==> src/rtl/vga_display_pkg.sv <==
`default_nettype none

package vga_display_pkg;

	////////////////////
	// vector types
	////////////////////

	// screen coordinate, wide enough for 640x480 plus porches
	typedef logic [9:0] coord_t;
	// rgb 3-3-2
	typedef logic [7:0] pixel_t;
	// one expanded dac channel
	typedef logic [7:0] channel_t;
	// two 30x30 images = 1800 entries
	typedef logic [10:0] img_addr_t;
	typedef logic [15:0] res_addr_t;
	// host index inside one image
	typedef logic [15:0] wr_index_t;
	// seven-segment pattern, active low, bit 6 is segment g
	typedef logic [6:0] seg_t;

	////////////////////
	// state encodings
	////////////////////

	// screen tiles, background covers everything else
	typedef enum logic [2:0] {
		region_orig0,
		region_orig1,
		region_res0,
		region_res1,
		region_background
	} region_t;

	typedef enum logic [1:0] {
		h_state_active,
		h_state_front,
		h_state_pulse,
		h_state_back
	} h_state_t;

	typedef enum logic [1:0] {
		v_state_active,
		v_state_front,
		v_state_pulse,
		v_state_back
	} v_state_t;

	////////////////////
	// tile geometry
	////////////////////

	localparam int img_side = 30;
	localparam int img_size = img_side * img_side;
	localparam int res_side = 14;
	localparam int res_size = res_side * res_side;

	// tile origins in pixels
	localparam int orig1_x = 30;
	localparam int res0_x = 61;
	localparam int res1_x = 91;
	localparam int res_y = 1;

	// red 7, green 0, blue 0
	localparam pixel_t background_color = 8'he0;

	// registered coordinate to compositor output
	localparam int pixel_latency = 2;

endpackage

`default_nettype wire

==> src/rtl/status_hex.sv <==
`timescale 1ns/1ps
`default_nettype none

module status_hex (
	input wire [7:0] layer_value,
	input wire [7:0] threshold,
	input wire buffer_req,
	input wire [2:0] accel_state,
	output vga_display_pkg::seg_t hex0,
	output vga_display_pkg::seg_t hex1,
	output vga_display_pkg::seg_t hex2,
	output vga_display_pkg::seg_t hex3,
	output vga_display_pkg::seg_t hex4,
	output vga_display_pkg::seg_t hex5
);

	// segment g is bit 6, a lit segment is 0
	function automatic vga_display_pkg::seg_t hex_pattern(input logic [3:0] value);
		vga_display_pkg::seg_t pattern;
		case (value)
			4'h0: pattern = 7'b1000000;
			4'h1: pattern = 7'b1111001;
			4'h2: pattern = 7'b0100100;
			4'h3: pattern = 7'b0110000;
			4'h4: pattern = 7'b0011001;
			4'h5: pattern = 7'b0010010;
			4'h6: pattern = 7'b0000010;
			4'h7: pattern = 7'b1111000;
			4'h8: pattern = 7'b0000000;
			4'h9: pattern = 7'b0010000;
			4'ha: pattern = 7'b0001000;
			4'hb: pattern = 7'b0000011;
			4'hc: pattern = 7'b1000110;
			4'hd: pattern = 7'b0100001;
			4'he: pattern = 7'b0000110;
			default: pattern = 7'b0001110;
		endcase
		return pattern;
	endfunction

	// layer output, low nibble on the right
	assign hex0 = hex_pattern(layer_value[3:0]);
	assign hex1 = hex_pattern(layer_value[7:4]);
	// low threshold byte
	assign hex2 = hex_pattern(threshold[3:0]);
	assign hex3 = hex_pattern(threshold[7:4]);
	// request shows 0 or 1
	assign hex4 = hex_pattern({3'd0, buffer_req});
	assign hex5 = hex_pattern({1'b0, accel_state});

endmodule

`default_nettype wire

==> config.mk <==
export PLATFORM = sky130hd
export DESIGN_NAME = status_hex
export DESIGN_NICKNAME = d
export VERILOG_FILES = /design/src/rtl/vga_display_pkg.sv /design/src/rtl/status_hex.sv
export SDC_FILE = /design/constraint.sdc
export NUM_CORES = 1
export LEC_CHECK = 0
export BUFFER_PORTS_ARGS = -buffer_cell sky130_fd_sc_hd__buf_2
export CAP_MARGIN = 5
export CORE_UTILIZATION = 50
export DETAILED_ROUTE_END_ITERATION = 6
export PLACE_DENSITY = 0.86
export REMOVE_ABC_BUFFERS = 1
export SLEW_MARGIN = 20
export SYNTH_ARGS = -nofsm -noshare
export SYNTH_HDL_FRONTEND = slang
export SYNTH_SLANG_ARGS = --single-unit
export TNS_END_PERCENT = 10
==> constraint.sdc <==
create_clock -name vclk -period 1.8
set_input_delay 0.36 -clock vclk [all_inputs]
set_output_delay 0.36 -clock vclk [all_outputs]
set_load 0.03 [all_outputs]
==> impl_results.md <==
* Max-slew violations at 0
* Most Used Layer, Global Route: met2
* Dpl cells at 247
* DP HPWL at 2.42 mm
* Outcome: finished with violations
* Routed wire length at 3.38 mm
* Post-CTS Setup Inserts at 0
* Post-route minimum period at 1.83 ns
* Port buffer count at 54
* Multi-input logic area at 1260 sq um
* Startpoint types: primary input
* Post-synth top area cell: ha_1
* Pwr Density at 309 nW/um^2
* DRC Markers at 0
* Post-Syn Instances at 151
* First-pass GRT wire length at 4.79 mm
* PnR worst setup slack at -0.0286 ns
* Worst Path Buf+Inv at 3
* Highest cell delay on the worst timing path at 0.48 ns
* Ant diodes at 0
* Seq_cells at 0
* Die Y at 52.6 um
* Post-placement cell area at 1700 sq um
* Vias in the first global route at 1156
* Cell area after synthesis at 1280 sq um
* FILL cells at 133
* Fmax at 547 MHz
* Hold-fix buffers, CTS at 0
* Syn avg cell area at 8.48 sq um
* Net count of the finished layout at 274
* Sequential fraction of the synthesis area at 0
* Starting density of the core at 0.553
* Synth area leaders: ha_1 (32%), mux2i_1 (11%), mux4_1 (8.2%), mux2_2 (6.2%), a22o_1 (5.5%)
* M2 GR Usage at 0.470
* Violated checks: negative setup slack
* HP Start: buffer_req
* Die Span X at 52.6 um
* Number of core rows at 17
* Non-Filler Instances at 247
* Post-synth top area share at 0.322
* Pin count of the biggest net entering global routing at 13
* Routed length per instance at 13.7 um
* Pre-CTS setup slack at -0.154 ns
* Crit path DAT at 1.47 ns
* Post-route antenna net violation count at 0
* Worst hold path endpoint: hex4[0]
* Max stage delay cell, worst path: mux4_2
* Worst hold path cell count at 0
* Setup Total Neg Slack at -0.0824 ns
* Via count at 1314
* Initial drt markers at 16
* Syn-to-layout area delta at 53.3%
* Post-synth cell types at 23
* Crit-path cells: buf_4, buf_4, ha_1, mux4_2, buf_6
* Max VDD drop at 0.000267 V
* Crit-path leading delay family: multiplexers
* DR vias/cell at 5.32
* Setup-failing EPs final at 4
* DIE AREA at 2770 sq um
* Total Routing Usage GR at 0.216
* Hold Crit Class: in -> out
* Core Area at 2320 sq um
* GR Overflow Total at 0
* GR Util met3 at 0.00290
* Seq. cell area at 0 sq um
* Final period utilization at 1.02
* Kind of critical path: in -> out
* Max_cap viols at 0
* Most common cell on crit path: buf_4
* Io pins at 62
* Final Hold Vio Count at 0
* Crit. End Element: output pin
* Clock buf count at 0
* Crit-path max FO at 4
* Worst EP required at 1.44 ns
* Initial DRT Pass Iterations at 4
* Antenna violations before repair at 0
* Layout cells sized above 1 at 0.562
* Synthesis Warnings at 0
* Routability congestion estimate at 0.858
* RSZ-0062 raised after global routing: yes
* Met1 usage at 0.232
* Lkg Pwr at 1.01 nW
* Design area at 1960 sq um
* Hold Slack at 0.720 ns
## per-stage QoR
stage                     power [mW]   util
after CTS                      0.565  0.791
after floorplan                0.309      -
after global placement         0.496  0.733
after detailed placement       0.517  0.733
final                          0.606  0.847
after global routing           0.648  0.847
## layout make-up
type / count / area share
Inverter: 14 / 0.0382
Multi-Input combinational cell: 122 / 0.639
Tap cell: 28 / 0.0178
Timing Repair Buffer: 83 / 0.304
## logic make-up after synthesis
kind of cell    after synthesis  synth area share
simple gates                 34             0.133
fa+ha+maj                    33             0.322
buf+inv                      30             0.136
compound gates               27             0.150
mux                          25             0.253
other cells                   2           0.00586
## cells in the mapped netlist (all sizes together) (3+ instances only)
library cell,count
nor2,17
nor2b,4
mux2,7
or3b,4
nand2,5
inv,14
mux4,4
a21oi,3
a22o,8
a32o,4
o21ai,8
ha,33
mux2i,14
buf,15
## placed cells by master, fill, tap and decap left out
cell type,Yosys,final
buf_2,4,36
buf_4,7,34
nor2_1,17,17
ha_1,33,16
mux2i_1,14,14
ha_4,0,11
buf_6,4,10
a22o_1,8,8
mux2_2,7,7
ha_2,0,6
inv_1,14,5
o21ai_0,8,5
nand2_1,5,5
mux4_2,0,4
nor2b_1,4,4
a32o_1,4,4
or3b_1,4,4
inv_4,0,4
inv_2,0,3
a21oi_1,3,3
conb_1,2,3
nand2b_1,2,2
o22ai_1,2,2
o31ai_1,2,2
o21ai_2,0,2
buf_8,0,2
inv_6,0,1
inv_8,0,1
and2b_2,1,1
o21ai_1,0,1
and2_1,1,1
buf_12,0,1
## power by group
group	leakage, nW	internal (mW)	switching [mW]
logic	1.01	0.257	0.349
clock network	0	0	0
registers	0	0	0
total	1.01	0.257	0.349
## timing repair
item | CTS | global route
gates resized for setup | 53 | 30
pin swaps | 2 | 2
hold endpoints to repair | 0 | 0
setup endpoints to repair | 14 | 15
## layer usage
| layer | wire (um) | share of wire |
|---|---|---|
| met5 | 0 | 0 |
| met4 | 53 | 0.016 |
| met3 | 127 | 0.038 |
| met2 | 1860 | 0.55 |
| met1 | 1330 | 0.39 |
## worst max-delay path by stage
stage	startpoint	to	slack (ns)	cells past startpoint
4_1_cts	threshold[5]	hex3[3]	-0.02	5
5_1_grt	layer_value[0]	hex0[0]	-0.06	7
3_3_place_gp	threshold[1]	hex2[0]	-0.11	7
2_1_floorplan	threshold[1]	hex2[0]	-0.1	5
3_5_place_dp	threshold[1]	hex2[0]	-0.15	7
6_report	layer_value[5]	hex1[3]	-0.03	5
Note: power is estimated with default switching activity, not from simulation.
