===== src/rtl/vga_display_pkg.sv =====
`default_nettype none

package vga_display_pkg;

	////////////////////
	// vector types
	////////////////////

	// screen coordinate, wide enough for 640x480 plus porches
	typedef logic [9:0] coord_t;
	// rgb 3-3-2
	typedef logic [7:0] pixel_t;
	// one expanded dac channel
	typedef logic [7:0] channel_t;
	// two 30x30 images = 1800 entries
	typedef logic [10:0] img_addr_t;
	typedef logic [15:0] res_addr_t;
	// host index inside one image
	typedef logic [15:0] wr_index_t;
	// seven-segment pattern, active low, bit 6 is segment g
	typedef logic [6:0] seg_t;

	////////////////////
	// state encodings
	////////////////////

	// screen tiles, background covers everything else
	typedef enum logic [2:0] {
		region_orig0,
		region_orig1,
		region_res0,
		region_res1,
		region_background
	} region_t;

	typedef enum logic [1:0] {
		h_state_active,
		h_state_front,
		h_state_pulse,
		h_state_back
	} h_state_t;

	typedef enum logic [1:0] {
		v_state_active,
		v_state_front,
		v_state_pulse,
		v_state_back
	} v_state_t;

	////////////////////
	// tile geometry
	////////////////////

	localparam int img_side = 30;
	localparam int img_size = img_side * img_side;
	localparam int res_side = 14;
	localparam int res_size = res_side * res_side;

	// tile origins in pixels
	localparam int orig1_x = 30;
	localparam int res0_x = 61;
	localparam int res1_x = 91;
	localparam int res_y = 1;

	// red 7, green 0, blue 0
	localparam pixel_t background_color = 8'he0;

	// registered coordinate to compositor output
	localparam int pixel_latency = 2;

endpackage

`default_nettype wire


===== src/rtl/display_compositor.sv =====
`timescale 1ns/1ps
`default_nettype none

module display_compositor (
	input wire clock,
	input wire reset,
	input wire vga_display_pkg::coord_t next_x,
	input wire vga_display_pkg::coord_t next_y,
	output vga_display_pkg::img_addr_t img_rd_addr,
	input wire vga_display_pkg::pixel_t img_rd_data,
	output vga_display_pkg::res_addr_t result_addr,
	input wire vga_display_pkg::pixel_t result_data,
	output vga_display_pkg::pixel_t pixel_color
);

	// exclusive right and bottom edges
	localparam int orig1_end = vga_display_pkg::orig1_x + vga_display_pkg::img_side;
	localparam int res0_end = vga_display_pkg::res0_x + vga_display_pkg::res_side;
	localparam int res1_end = vga_display_pkg::res1_x + vga_display_pkg::res_side;
	localparam int res_y_end = vga_display_pkg::res_y + vga_display_pkg::res_side;

	vga_display_pkg::region_t region;
	vga_display_pkg::region_t region_q;
	vga_display_pkg::region_t region_d;
	vga_display_pkg::img_addr_t img_addr;
	vga_display_pkg::img_addr_t img_row_base;
	vga_display_pkg::res_addr_t res_addr;
	vga_display_pkg::res_addr_t res_row_base;
	logic img_rows;
	logic res_rows;

	////////////////////
	// stage one decode
	////////////////////

	assign img_rows = next_y < vga_display_pkg::img_side;
	assign res_rows = (next_y >= vga_display_pkg::res_y) && (next_y < res_y_end);
	// row offsets, only meaningful inside a tile
	assign img_row_base = vga_display_pkg::img_addr_t'(next_y)
		* vga_display_pkg::img_addr_t'(vga_display_pkg::img_side);
	assign res_row_base = vga_display_pkg::res_addr_t'(next_y - vga_display_pkg::res_y)
		* vga_display_pkg::res_addr_t'(vga_display_pkg::res_side);

	// tiles never overlap so the order is free
	always_comb begin
		region = vga_display_pkg::region_background;
		img_addr = '0;
		res_addr = '0;
		if (img_rows && (next_x < vga_display_pkg::img_side)) begin
			region = vga_display_pkg::region_orig0;
			img_addr = img_row_base + vga_display_pkg::img_addr_t'(next_x);
		end else if (img_rows && (next_x >= vga_display_pkg::orig1_x)
			&& (next_x < orig1_end)) begin
			region = vga_display_pkg::region_orig1;
			// second image sits one full image further on
			img_addr = img_row_base
				+ vga_display_pkg::img_addr_t'(next_x - vga_display_pkg::orig1_x)
				+ vga_display_pkg::img_addr_t'(vga_display_pkg::img_size);
		end else if (res_rows && (next_x >= vga_display_pkg::res0_x)
			&& (next_x < res0_end)) begin
			region = vga_display_pkg::region_res0;
			res_addr = res_row_base
				+ vga_display_pkg::res_addr_t'(next_x - vga_display_pkg::res0_x);
		end else if (res_rows && (next_x >= vga_display_pkg::res1_x)
			&& (next_x < res1_end)) begin
			region = vga_display_pkg::region_res1;
			res_addr = res_row_base
				+ vga_display_pkg::res_addr_t'(next_x - vga_display_pkg::res1_x)
				+ vga_display_pkg::res_addr_t'(vga_display_pkg::res_size);
		end
	end

	// region tag follows the read data through both memories
	always_ff @(posedge clock) begin
		if (reset) begin
			region_q <= vga_display_pkg::region_background;
			region_d <= vga_display_pkg::region_background;
		end else begin
			region_q <= region;
			region_d <= region_q;
		end
	end

	////////////////////
	// address and select
	////////////////////

	always_ff @(posedge clock) begin
		img_rd_addr <= img_addr;
		result_addr <= res_addr;
		// read data is one cycle behind the address
		case (region_d)
			vga_display_pkg::region_orig0,
			vga_display_pkg::region_orig1: pixel_color <= img_rd_data;
			vga_display_pkg::region_res0,
			vga_display_pkg::region_res1: pixel_color <= result_data;
			default: pixel_color <= vga_display_pkg::background_color;
		endcase
	end

endmodule

`default_nettype wire


===== config.mk =====
export PLATFORM = sky130hd
export DESIGN_NAME = display_compositor
export DESIGN_NICKNAME = d
export VERILOG_FILES = /design/src/rtl/vga_display_pkg.sv /design/src/rtl/display_compositor.sv
export SDC_FILE = /design/constraint.sdc
export NUM_CORES = 1
export LEC_CHECK = 0
export BUFFER_PORTS_ARGS = -buffer_cell sky130_fd_sc_hd__buf_2
export CAP_MARGIN = 20
export CORE_ASPECT_RATIO = 0.7
export CORE_UTILIZATION = 61
export CTS_BUF_LIST = sky130_fd_sc_hd__clkbuf_4 sky130_fd_sc_hd__clkbuf_8
export CTS_CLUSTER_DIAMETER = 60
export CTS_CLUSTER_SIZE = 25
export DETAILED_ROUTE_END_ITERATION = 8
export GPL_TIMING_DRIVEN = 0
export MAX_ROUTING_LAYER = met4
export PLACE_DENSITY_LB_ADDON = 0.2
export SLEW_MARGIN = 25
export SYNTH_ARGS = -nofsm -noshare
export SYNTH_HDL_FRONTEND = slang
export SYNTH_SLANG_ARGS = --single-unit

===== constraint.sdc =====
create_clock -name clock -period 6.32 [get_ports clock]
set_input_delay 0.632 -clock clock [delete_from_list [all_inputs] [get_ports clock]]
set_output_delay 0.632 -clock clock [all_outputs]
set_load 0.005 [all_outputs]

==> metrics.md <==
| Metric | Value |
|---|---|
| List of cells traversed by the critical path | buf_2, inv_1, ha_1, a21bo_1, a21boi_1, nand3_1, nor2_1, xor2_1, xnor2_1, ha_1, o21bai_1, ha_1, mux2_2, a311oi_1, o311ai_0, ha_1, ha_1, a21o_1, nand2_1, nand2_1, a221oi_1, xnor2_1, o22ai_1 |
| Reg-to-reg critical path startpoint | region_d[1]$_SDFF_PP0_ |
| Antenna violations before repair | 0 |
| Nets@finish | about 880 |
| Core utilization of the finished layout | between 70% and 80% |
| Part of the total power dissipated in the clock network | about 8.4% |
| Remaining max-slew budget at the tightest pin | around half |
| Bufs on Longest Clock Path | 2 |
| Tightest Hold Check Type | reg2reg |
| Number of flops mapped to enable cells by yosys | 0 |
| Iteration count of the initial detailed-routing pass | 5 |
| Gate count after technology mapping | 639 |
| Total clock buffers created by CTS | 5 |
| Highest attainable clock frequency | between 150 and 200 MHz |
| Quantity of gates resized following cts | 0 |
| Post-CTS setup buffers | 0 |
| Placeable core region | about 8500 µm² |
| Crit end category | flip-flop |
| Highest-delay cell along the critical path | ha_1 |
| Largest stage delay on the critical path | 0.40 ns |
| TritonCTS clock tree | yes |
| Mean instance size in the synthesized netlist | approximately 8.5 µm² |
| Critical path peak fanout | 7 |
| Hold Path Stages | 1 |
| Net Sw Frac | 50.69% |
| Per-cell via count in the routed design | around 5.6 |
| Post-synth top flop | dfxtp_1 |
| Number of nets in the synthesized netlist | 806 |
| DRC marker count from the first detailed-route iteration | around 290 |
| Height of the die | 81.03 µm |
| Element type at the critical path start | primary input |
| Cell Area, Synth | approximately 5400 µm² |
| CTS sink cnt | 39 |
| Number of distinct standard cells referenced by the synthesized netlist | 61 |
| Data required time of the worst path | 6.49 ns |
| Origin of the worst min-delay path | region_q[2]$_SDFF_PP1_ |
| Power Dens Cells | about 410 nW/µm² |
| Net switching power | 1275 µW |
| DRT Wirelength | approximately 13,000 µm |
| Fraction of synthesized cell area taken by the top area cell type | 24.60% |
| Number of register bits inferred by synthesis | 39 |
| GR Overflow Total | 0 |
| Seq/Total Area, Yosys | between 10% and 20% |
| Status | finished clean |
| Sequential fraction of design power | about a tenth |
| Overall routing resource usage | 28.39% |
| Final Slew Violations | 0 |
| Overall Power | ~2500 µW |
| Routed len/inst | about 15 µm |
| Largest cells by area after synthesis | ha_1 (25%), dfxtp_1 (14%), xnor2_1 (9.0%) |
| Internal Power | around 1200 µW |
| Combinational group share of total power | 81.8% |
| Commonest cells after routing, fill and taps aside | ha_1 (107), buf_2 (75), inv_1 (74) |
| Vias | 4,708 |
| Ys async rst share | 0% |
| Ratio of cells with drive above 1 in the final layout | between 10 and 15% |
| Leak Pwr | just over 0.003 µW |
| Critical path data arrival time | around 5.8 ns |
| HPWL Detailed | roughly 11,000 µm |
| Post-cts hold buffer count | 0 |
| Global placement routability congestion | 0.9526 |
| N_diodes | 0 |
| Max-cap check violation count | 0 |
| RSZ-0062 raised after global routing | no |
| Number of I/O port buffers | 71 |
| Clock tree root driver cell | clkbuf_8 |
| Register-to-register setup slack | 5.08 ns |
| Area of the die | 9310 µm² |
| Max IR drop VDD | 0.0002307 V |
| Remaining design rule violation count | 0 |
| Dpl cell area | about 6000 µm² |
| Share of the cycle needed by the critical path after routing | about nine tenths |
| First-pass GRT wire length | slightly above 20,000 µm |
| Synth Warn # | 0 |
| Largest net degree at the start of global routing | 14 |
| Post-route cell area | just over 6000 µm² |
| Cell taking the most area after synthesis | ha_1 |
| Number of placement rows | 28 |
| Final critical path time including I/O delays and setup | between 5 and 6 ns |
| Clock transition at path regs | 0.08 ns |
| Number of global-route vias before repair | between 4k and 5k |
| Transition at the pin with the smallest max-transition slack | 0.7571 ns |
| DIE WIDTH | 114.9 µm |
| Initial cell density of the core | 63.67% |
| Crit Path Class | in2reg |
| Area grow syn2layout | 11.47% |
| Final setup violating endpoints | 0 |
| Maximum clock skew at final layout | between 0.009 and 0.01 ns |
| Final-layout fill cell count | approximately 740 |
| Clock latency at the later pin of the worst-skew pair | ~0.30 ns |
| Capturing point of the worst reg2reg path | pixel_color[5]$_DFF_P_ |
| CTS HTree Levels | 2 |
| Most common cell after layout, fill and taps aside | ha_1 |
| Cell seen most often among critical-path stages | ha_1 |
| Setup TNS | 0 ns |
| R2R cell count | 3 |
| Number of I/O pins | 73 |
| Final hold violation count | 0 |
| Hold endpoint | region_d[2]$_SDFF_PP1_ |
| DRT antenna net count | 0 |
-- logic make-up after synthesis --
family / Yosys count / synth area share (%)
flip-flops: 39 / 14.34
multiplexers: 8 / 1.494
AO/OA/AOI/OAI: 152 / 18.87
XOR/XNOR: 91 / 14.90
adder cells (fa/ha/maj): 129 / 32.69
buffers and inverters: 87 / 6.161
AND/OR/NAND/NOR: 133 / 11.54
-- synth_stat cells, types with 5 or more instances --
library cell / n
xnor2_1: 56
nand2_1: 39
and3_1: 5
a21o_1: 14
fa_1: 22
mux2i_1: 7
nand2b_1: 7
nand3_1: 9
inv_1: 74
xor2_1: 34
a211o_1: 6
a21oi_1: 33
o21bai_1: 10
ha_1: 107
o21ai_0: 18
nor2b_1: 10
dfxtp_1: 39
o22ai_1: 24
nor2_1: 40
o21a_1: 6
nor3_1: 8
clkbuf_1: 7
-- state kept, by name, summed over array words and instances, names as in the netlist --
signal,flops
img_rd_addr,11
result_addr,16
region_q,2
pixel_color,8
region_d,2
-- worst max-delay path: cells and delay by family --
family | cells | cell delay [ns]
AOI/OAI and AO/OA | 8 | 1.81
xor gates and xnor gates | 3 | 0.61
adders and majority gates | 5 | 1.56
buffers and inverters | 2 | 0.32
muxes | 1 | 0.36
and+or+nand+nor | 4 | 0.49
-- stage by stage --
stage          std cells  hold WS (ns)  setup WS (ns)
2_1_floorplan        639        0.3895          1.232
6_report             838        0.4144         0.6867
4_1_cts              838        0.4151         0.7234
3_3_place_gp         830        0.3940         0.5767
5_1_grt              838        0.4456         0.3779
3_5_place_dp         830        0.3961         0.4368
-- worst max path at each step --
stage / start / to / slack [ns] / depth (start not counted)
3_5_place_dp: next_y[1] / result_addr[15]$_SDFF_PP0_ / 0.44 / 23
2_1_floorplan: next_y[1] / result_addr[14]$_SDFF_PP0_ / 1.23 / 23
3_3_place_gp: next_y[2] / result_addr[14]$_SDFF_PP0_ / 0.58 / 24
6_report: next_y[1] / result_addr[15]$_SDFF_PP0_ / 0.69 / 23
5_1_grt: next_y[0] / result_addr[14]$_SDFF_PP0_ / 0.38 / 23
4_1_cts: next_y[1] / result_addr[15]$_SDFF_PP0_ / 0.72 / 23
-- power groups by stage --
stage / clock network, µW / registers (µW) / logic, µW
final: 211 / 246 / 2060
after global routing: 225 / 246 / 2270
after CTS: 213 / 246 / 2020
after detailed placement: 0 / 252 / 1990
after global placement: 0 / 252 / 1930
after floorplan: 0 / 252 / 1590
-- area by class of cell --
class | instances | area [µm²] | share of cell area, %
buffer | 12 | 53.80 | 0.8868
clock buffer | 5 | 68.82 | 1.134
clock inverter | 3 | 43.79 | 0.7218
inverter | 75 | 281.5 | 4.640
multi-input combinational | 513 | 4333 | 71.42
sequential | 39 | 780.7 | 12.87
tap | 120 | 150.1 | 2.475
timing repair buffer | 71 | 355.3 | 5.857
-- routing by layer --
layer / track usage (%) / up-vias / share of wire, %
li1: - / 2365 / -
met1: 38.68 / 2200 / 50
met5: - / - / 0
met3: 3.507 / 9 / 6.1
met4: 5.455 / 0 / 0.68
met2: 45.54 / 134 / 43
No activity file was read; power rests on OpenSTA's default activity.
