File: src/rtl/vga_display_pkg.sv
`default_nettype none

package vga_display_pkg;

	////////////////////
	// vector types
	////////////////////

	// screen coordinate, wide enough for 640x480 plus porches
	typedef logic [9:0] coord_t;
	// rgb 3-3-2
	typedef logic [7:0] pixel_t;
	// one expanded dac channel
	typedef logic [7:0] channel_t;
	// two 30x30 images = 1800 entries
	typedef logic [10:0] img_addr_t;
	typedef logic [15:0] res_addr_t;
	// host index inside one image
	typedef logic [15:0] wr_index_t;
	// seven-segment pattern, active low, bit 6 is segment g
	typedef logic [6:0] seg_t;

	////////////////////
	// state encodings
	////////////////////

	// screen tiles, background covers everything else
	typedef enum logic [2:0] {
		region_orig0,
		region_orig1,
		region_res0,
		region_res1,
		region_background
	} region_t;

	typedef enum logic [1:0] {
		h_state_active,
		h_state_front,
		h_state_pulse,
		h_state_back
	} h_state_t;

	typedef enum logic [1:0] {
		v_state_active,
		v_state_front,
		v_state_pulse,
		v_state_back
	} v_state_t;

	////////////////////
	// tile geometry
	////////////////////

	localparam int img_side = 30;
	localparam int img_size = img_side * img_side;
	localparam int res_side = 14;
	localparam int res_size = res_side * res_side;

	// tile origins in pixels
	localparam int orig1_x = 30;
	localparam int res0_x = 61;
	localparam int res1_x = 91;
	localparam int res_y = 1;

	// red 7, green 0, blue 0
	localparam pixel_t background_color = 8'he0;

	// registered coordinate to compositor output
	localparam int pixel_latency = 2;

endpackage

`default_nettype wire

File: src/rtl/vga_timing.sv
`timescale 1ns/1ps
`default_nettype none

module vga_timing #(
	// each value is the last count of its phase
	parameter vga_display_pkg::coord_t h_active = 10'd639,
	parameter vga_display_pkg::coord_t h_front = 10'd15,
	parameter vga_display_pkg::coord_t h_pulse = 10'd95,
	parameter vga_display_pkg::coord_t h_back = 10'd47,
	// vertical values count lines
	parameter vga_display_pkg::coord_t v_active = 10'd479,
	parameter vga_display_pkg::coord_t v_front = 10'd9,
	parameter vga_display_pkg::coord_t v_pulse = 10'd1,
	parameter vga_display_pkg::coord_t v_back = 10'd32
) (
	input wire clock,
	input wire reset,
	input wire vga_display_pkg::pixel_t pixel_color,
	output vga_display_pkg::coord_t next_x,
	output vga_display_pkg::coord_t next_y,
	output logic hsync,
	output logic vsync,
	output logic blank_n,
	output vga_display_pkg::channel_t red,
	output vga_display_pkg::channel_t green,
	output vga_display_pkg::channel_t blue
);

	localparam int latency = vga_display_pkg::pixel_latency;

	vga_display_pkg::h_state_t h_state;
	vga_display_pkg::h_state_t h_next;
	vga_display_pkg::v_state_t v_state;
	vga_display_pkg::v_state_t v_next;
	vga_display_pkg::coord_t h_counter;
	vga_display_pkg::coord_t h_last;
	vga_display_pkg::coord_t v_counter;
	vga_display_pkg::coord_t v_last;
	logic line_done;
	logic scan_active;
	// bit 0 lines up with the compositor's first stage
	logic [latency:0] active_pipe;

	////////////////////
	// horizontal
	////////////////////

	// end count and successor of the current phase
	always_comb begin
		h_last = h_active;
		h_next = h_state;
		case (h_state)
			vga_display_pkg::h_state_active: begin
				h_last = h_active;
				h_next = vga_display_pkg::h_state_front;
			end
			vga_display_pkg::h_state_front: begin
				h_last = h_front;
				h_next = vga_display_pkg::h_state_pulse;
			end
			vga_display_pkg::h_state_pulse: begin
				h_last = h_pulse;
				h_next = vga_display_pkg::h_state_back;
			end
			vga_display_pkg::h_state_back: begin
				h_last = h_back;
				h_next = vga_display_pkg::h_state_active;
			end
		endcase
	end

	always_ff @(posedge clock) begin
		if (reset) begin
			h_counter <= '0;
			h_state <= vga_display_pkg::h_state_active;
			line_done <= 1'b0;
			hsync <= 1'b1;
		end else begin
			if (h_counter == h_last) begin
				h_counter <= '0;
				h_state <= h_next;
			end else begin
				h_counter <= h_counter + 10'd1;
			end
			// one early so the vertical side steps with the new line
			line_done <= (h_state == vga_display_pkg::h_state_back)
				&& (h_counter == h_back - 10'd1);
			hsync <= (h_state != vga_display_pkg::h_state_pulse);
		end
	end

	////////////////////
	// vertical
	////////////////////

	always_comb begin
		v_last = v_active;
		v_next = v_state;
		case (v_state)
			vga_display_pkg::v_state_active: begin
				v_last = v_active;
				v_next = vga_display_pkg::v_state_front;
			end
			vga_display_pkg::v_state_front: begin
				v_last = v_front;
				v_next = vga_display_pkg::v_state_pulse;
			end
			vga_display_pkg::v_state_pulse: begin
				v_last = v_pulse;
				v_next = vga_display_pkg::v_state_back;
			end
			vga_display_pkg::v_state_back: begin
				v_last = v_back;
				v_next = vga_display_pkg::v_state_active;
			end
		endcase
	end

	// advances once per line
	always_ff @(posedge clock) begin
		if (reset) begin
			v_counter <= '0;
			v_state <= vga_display_pkg::v_state_active;
			vsync <= 1'b1;
		end else begin
			if (line_done) begin
				if (v_counter == v_last) begin
					v_counter <= '0;
					v_state <= v_next;
				end else begin
					v_counter <= v_counter + 10'd1;
				end
			end
			vsync <= (v_state != vga_display_pkg::v_state_pulse);
		end
	end

	////////////////////
	// scan and colour
	////////////////////

	assign scan_active = (h_state == vga_display_pkg::h_state_active)
		&& (v_state == vga_display_pkg::v_state_active);
	// coordinate whose pixel is fetched now
	assign next_x = (h_state == vga_display_pkg::h_state_active) ? h_counter : '0;
	assign next_y = (v_state == vga_display_pkg::v_state_active) ? v_counter : '0;

	// top bit of the pipe matches pixel_color, outputs one register later
	always_ff @(posedge clock) begin
		if (reset) begin
			active_pipe <= '0;
			blank_n <= 1'b0;
			red <= '0;
			green <= '0;
			blue <= '0;
		end else begin
			active_pipe <= {active_pipe[latency-1:0], scan_active};
			blank_n <= active_pipe[latency];
			if (active_pipe[latency]) begin
				// 3-3-2 into the msbs of each channel
				red <= {pixel_color[7:5], 5'd0};
				green <= {pixel_color[4:2], 5'd0};
				blue <= {pixel_color[1:0], 6'd0};
			end else begin
				red <= '0;
				green <= '0;
				blue <= '0;
			end
		end
	end

endmodule

`default_nettype wire

File: config.mk
export PLATFORM = sky130hd
export DESIGN_NAME = vga_timing
export DESIGN_NICKNAME = d
export VERILOG_FILES = /design/src/rtl/vga_display_pkg.sv /design/src/rtl/vga_timing.sv
export SDC_FILE = /design/constraint.sdc
export NUM_CORES = 1
export LEC_CHECK = 0
export BUFFER_PORTS_ARGS = -buffer_cell sky130_fd_sc_hd__buf_2
export CAP_MARGIN = 20
export CORE_MARGIN = 2
export CORE_UTILIZATION = 50
export DETAILED_ROUTE_END_ITERATION = 7
export HOLD_SLACK_MARGIN = 0.08
export PLACE_DENSITY = 0.8
export SKIP_LAST_GASP = 1
export SLEW_MARGIN = 30
export SYNTH_ARGS = -nofsm -noshare
export SYNTH_HDL_FRONTEND = slang
export SYNTH_SLANG_ARGS = --single-unit
File: constraint.sdc
create_clock -name clock -period 4.2 [get_ports clock]
set_clock_uncertainty 0.15 [all_clocks]
set_input_delay 0.84 -clock clock [delete_from_list [all_inputs] [get_ports clock]]
set_output_delay 0.84 -clock clock [all_outputs]
set_load 0.005 [all_outputs]
==> flow_summary.html <==
<table>
<tr><th>Metric</th><th>Value</th></tr>
<tr><th colspan="2">Setup path</th></tr>
<tr><td>Cells along the critical path</td><td>inv_1 &gt; ha_1 &gt; ha_1 &gt; nor4b_4 &gt; o211ai_2 &gt; or4_1 &gt; o211a_1</td></tr>
<tr><td>Worst setup SP type</td><td>flip-flop</td></tr>
<tr><td>Count of cell instances traversed by the critical path</td><td>7</td></tr>
<tr><td>Setup slack, reg-to-reg</td><td>1.70 ns</td></tr>
<tr><td>Crit path largest cell delay</td><td>0.49 ns</td></tr>
<tr><td>CP top delay family</td><td>simple AND/OR/NAND/NOR gates</td></tr>
<tr><td>Critical path type</td><td>flip-flop to flip-flop</td></tr>
<tr><td>Register-to-Register Path Depth</td><td>7</td></tr>
<tr><td>CP Data Arrival Time</td><td>2.54 ns</td></tr>
<tr><td>Top fanout value on the critical path</td><td>13</td></tr>
<tr><td>Required time at the endpoint of the critical path</td><td>4.24 ns</td></tr>
<tr><td>Count of buffering cells on the critical path with inverters included</td><td>1</td></tr>
<tr><td>CP dominant cell by count</td><td>sky130_fd_sc_hd__ha_1</td></tr>
<tr><td>Worst Setup End Kind</td><td>flip-flop</td></tr>
<tr><td>Slowest cell on the critical path</td><td>sky130_fd_sc_hd__or4_1</td></tr>
<tr><th colspan="2">Synthesis</th></tr>
<tr><td>Proportion of register bits with asynchronous set or reset after synthesis</td><td>0</td></tr>
<tr><td>Mapped Cells</td><td>207</td></tr>
<tr><td>Most frequent cells after synthesis</td><td>39 x sky130_fd_sc_hd__dfxtp_1, 24 x sky130_fd_sc_hd__nor2_1, 21 x sky130_fd_sc_hd__and2_1</td></tr>
<tr><td>Yosys Warn Count</td><td>0</td></tr>
<tr><td>Sequential-to-total area share from yosys stat</td><td>0.392</td></tr>
<tr><td>Cell with the most instances after synthesis</td><td>sky130_fd_sc_hd__dfxtp_1</td></tr>
<tr><td>Top-area cell type share of the netlist area</td><td>0.392</td></tr>
<tr><td>Mean post-synth cell area</td><td>9.63 um^2</td></tr>
<tr><td>Count of flip-flops with a built-in enable after synthesis</td><td>0</td></tr>
<tr><td>Post-synth cell types</td><td>37</td></tr>
<tr><td>Most used flip-flop cell after synthesis</td><td>sky130_fd_sc_hd__dfxtp_1</td></tr>
<tr><td>Number of synthesized register bits</td><td>39</td></tr>
<tr><td>Post-synth top area cell</td><td>sky130_fd_sc_hd__dfxtp_1</td></tr>
<tr><td>Combined area of all synthesized cells</td><td>1990 um^2</td></tr>
<tr><td>Top cells by area in the synthesized netlist</td><td>sky130_fd_sc_hd__dfxtp_1 39%, sky130_fd_sc_hd__ha_1 11%, sky130_fd_sc_hd__and2_1 6.6%</td></tr>
<tr><th colspan="2">Global route</th></tr>
<tr><td>First-pass GRT wire length</td><td>5660 um</td></tr>
<tr><td>Remaining Overflow, GRT</td><td>0</td></tr>
<tr><td>Pin count of the biggest net entering global routing</td><td>14</td></tr>
<tr><td>Via count of the first global-routing pass</td><td>1245</td></tr>
<tr><td>Antenna violations before repair</td><td>0</td></tr>
<tr><td>GRT Overall Usage</td><td>0.171</td></tr>
<tr><th colspan="2">CTS</th></tr>
<tr><td>Number of sinks on the clock net</td><td>39</td></tr>
<tr><td>Worst skew pair latency</td><td>0.29 ns</td></tr>
<tr><td>Buffer cell driving the clock tree root</td><td>sky130_fd_sc_hd__clkbuf_8</td></tr>
<tr><td>Total CTS buffers</td><td>5</td></tr>
<tr><td>CTS tree</td><td>yes</td></tr>
<tr><td>Setup Buffers After CTS</td><td>0</td></tr>
<tr><td>CTS clk-pin slew, worst paths</td><td>0.07 ns</td></tr>
<tr><td>Max Root-Sink Buffers</td><td>2</td></tr>
<tr><td>Number of buffers inserted for hold repair after clock tree synthesis</td><td>0</td></tr>
<tr><td>CTS resizes</td><td>0</td></tr>
<tr><td>Maximum level of the CTS H-tree</td><td>2</td></tr>
<tr><th colspan="2">Power</th></tr>
<tr><td>Static leakage</td><td>0.00106 uW</td></tr>
<tr><td>Maximum vdd ir drop</td><td>0.000236 V</td></tr>
<tr><td>Power density over the cells</td><td>289 nW/um^2</td></tr>
<tr><th colspan="2">Drt</th></tr>
<tr><td>Remaining routing DRC violations</td><td>0</td></tr>
<tr><td>Routed via count</td><td>1427</td></tr>
<tr><td>Number of iterations in the first detailed-routing pass</td><td>4</td></tr>
<tr><td>Iteration-0 DRC count of the detailed router</td><td>85</td></tr>
<tr><td>Post-route antenna net violation count</td><td>0</td></tr>
<tr><td>Post-DR wirelength/cell</td><td>11.6 um</td></tr>
<tr><td>Via/cell ratio</td><td>4.82</td></tr>
<tr><td>Final wirelength</td><td>3440 um</td></tr>
<tr><th colspan="2">Timing</th></tr>
<tr><td>Highest Clock Rate</td><td>0.400 GHz</td></tr>
<tr><td>Setup repair after global routing missed its margin</td><td>false</td></tr>
<tr><td>Slew at the pin closest to its max-slew limit</td><td>0.606 ns</td></tr>
<tr><td>Final clock period utilization by the worst path</td><td>0.595</td></tr>
<tr><td>Final Hold Viols</td><td>0</td></tr>
<tr><td>Setup TNS</td><td>0 ns</td></tr>
<tr><td>Final setup violation count</td><td>0</td></tr>
<tr><td>Slew Limit Fails</td><td>0</td></tr>
<tr><td>Final Critical Period</td><td>2.50 ns</td></tr>
<tr><td>Worst slew margin</td><td>0.595</td></tr>
<tr><th colspan="2">Die</th></tr>
<tr><td>Placement Rows</td><td>22</td></tr>
<tr><td>Core region area</td><td>3740 um^2</td></tr>
<tr><td>DIE AREA</td><td>4510 um^2</td></tr>
<tr><td>Initial Utilization</td><td>0.532</td></tr>
<tr><td>Die W</td><td>67.1 um</td></tr>
<tr><td>Top-level I/O count</td><td>57</td></tr>
<tr><td>Height of the die</td><td>67.1 um</td></tr>
<tr><th colspan="2">Finish</th></tr>
<tr><td>Synth-to-layout area growth</td><td>12.9%</td></tr>
<tr><td>Final net count</td><td>274</td></tr>
<tr><td>Share of post-route cells with drive strength above 1</td><td>0.234</td></tr>
<tr><td>Final core utilization</td><td>0.601</td></tr>
<tr><td>Antenna diode count</td><td>0</td></tr>
<tr><td>Final-layout fill cell count</td><td>354</td></tr>
<tr><th colspan="2">Flow run</th></tr>
<tr><td>Count of max-cap constraint violations</td><td>0</td></tr>
<tr><th colspan="2">Placement</th></tr>
<tr><td>Final HPWL from detailed placement</td><td>2530 um</td></tr>
<tr><td>Port-buffer cells</td><td>40</td></tr>
<tr><td>GPL Wtd Cong</td><td>0.868</td></tr>
<tr><th colspan="2">Hold path</th></tr>
<tr><td>Cells on Worst Hold Path</td><td>1</td></tr>
<tr><td>Min-delay worst type</td><td>flip-flop to flip-flop</td></tr>
<tr><th colspan="2">Run status</th></tr>
<tr><td>Outcome</td><td>complete, no violations</td></tr>
</table>
## power breakdown
part / total [uW] / switching (uW) / leakage, uW / internal, uW
registers: 379 / 3.81 / 0.000316 / 375
clock network: 246 / 130 / 0.0000402 / 115
logic: 26.2 / 14.7 / 0.000700 / 11.5
## layout by cell type, fill, tap and decap left out, drive strengths merged
cell type  count
o211ai         1
mux2i          4
xnor2          8
nand3          6
ha            17
nor4b          2
and4           2
nor3b          2
buf           40
clkinvlp       2
o21ai          2
xor2          12
and2          22
and3           4
dfxtp         39
inv            6
clkinv         1
nor2          24
o211a          1
nor4           2
o31a           1
nand4          5
and3b          1
nand2         14
conb          16
nor3           2
o41ai          1
or4            1
nor2b          4
nor4bb         1
clkbuf         5
## kinds of logic (layout without fill, tap and decap cells)
family	count (synthesis)	after routing	share of synthesized area
flip-flops	39	39	0.392
other	1	16	0.00188
buffers and inverters	28	54	0.0860
AND/OR/NAND/NOR	92	92	0.269
multiplexers	4	4	0.0201
adder cells (fa/ha/maj)	17	17	0.107
AO/OA/AOI/OAI	6	6	0.0364
XOR/XNOR	20	20	0.0879
## worst paths after layout
kind	start	endpoint
max	v_state[0]$_SDFFE_PP0P_	v_state[0]$_SDFFE_PP0P_
min	active_pipe[1]$_SDFF_PP0_	active_pipe[2]$_SDFF_PP0_
max reg2reg	v_state[0]$_SDFFE_PP0P_	v_state[0]$_SDFFE_PP0P_
min reg2reg	active_pipe[1]$_SDFF_PP0_	active_pipe[2]$_SDFF_PP0_
## stage by stage
stage	hold slack (ns)	total power (uW)	cell area (um^2)	std cells	worst slack, ns
2_1_floorplan	0.264	413	2050	222	1.88
3_3_place_gp	0.273	413	2160	288	1.78
3_5_place_dp	0.272	414	2160	288	1.73
4_1_cts	0.315	658	2250	296	1.71
5_1_grt	0.316	681	2250	296	1.61
6_report	0.311	651	2250	296	1.70
## registers in the layout, summed over array words and instances (netlist names)
register,flops
h_counter,10
h_state,2
active_pipe,3
v_counter,10
line_done,1
vsync,1
blue,2
red,3
v_state,2
green,3
hsync,1
blank_n,1
## routing by layer
| metal | share of wire | global-route usage | up-vias |
|---|---|---|---|
| met5 | 0 | 0 | - |
| met4 | 0.019 | 0.0689 | 0 |
| met3 | 0.047 | 0.0500 | 7 |
| met2 | 0.49 | 0.280 | 32 |
| met1 | 0.44 | 0.212 | 659 |
| li1 | - | - | 729 |
## final cells by class
| type | instances | area, um^2 | area share |
|---|---|---|---|
| clock buffer | 5 | 68.8 | 0.0306 |
| sequential | 39 | 781 | 0.347 |
| inverter | 6 | 22.5 | 0.0100 |
| multi-input combinational | 155 | 1100 | 0.488 |
| clock inverter | 3 | 20.0 | 0.00890 |
| tap | 48 | 60.1 | 0.0267 |
| timing repair buffer | 40 | 200 | 0.0890 |
No activity file was read; power rests on OpenSTA's default activity.
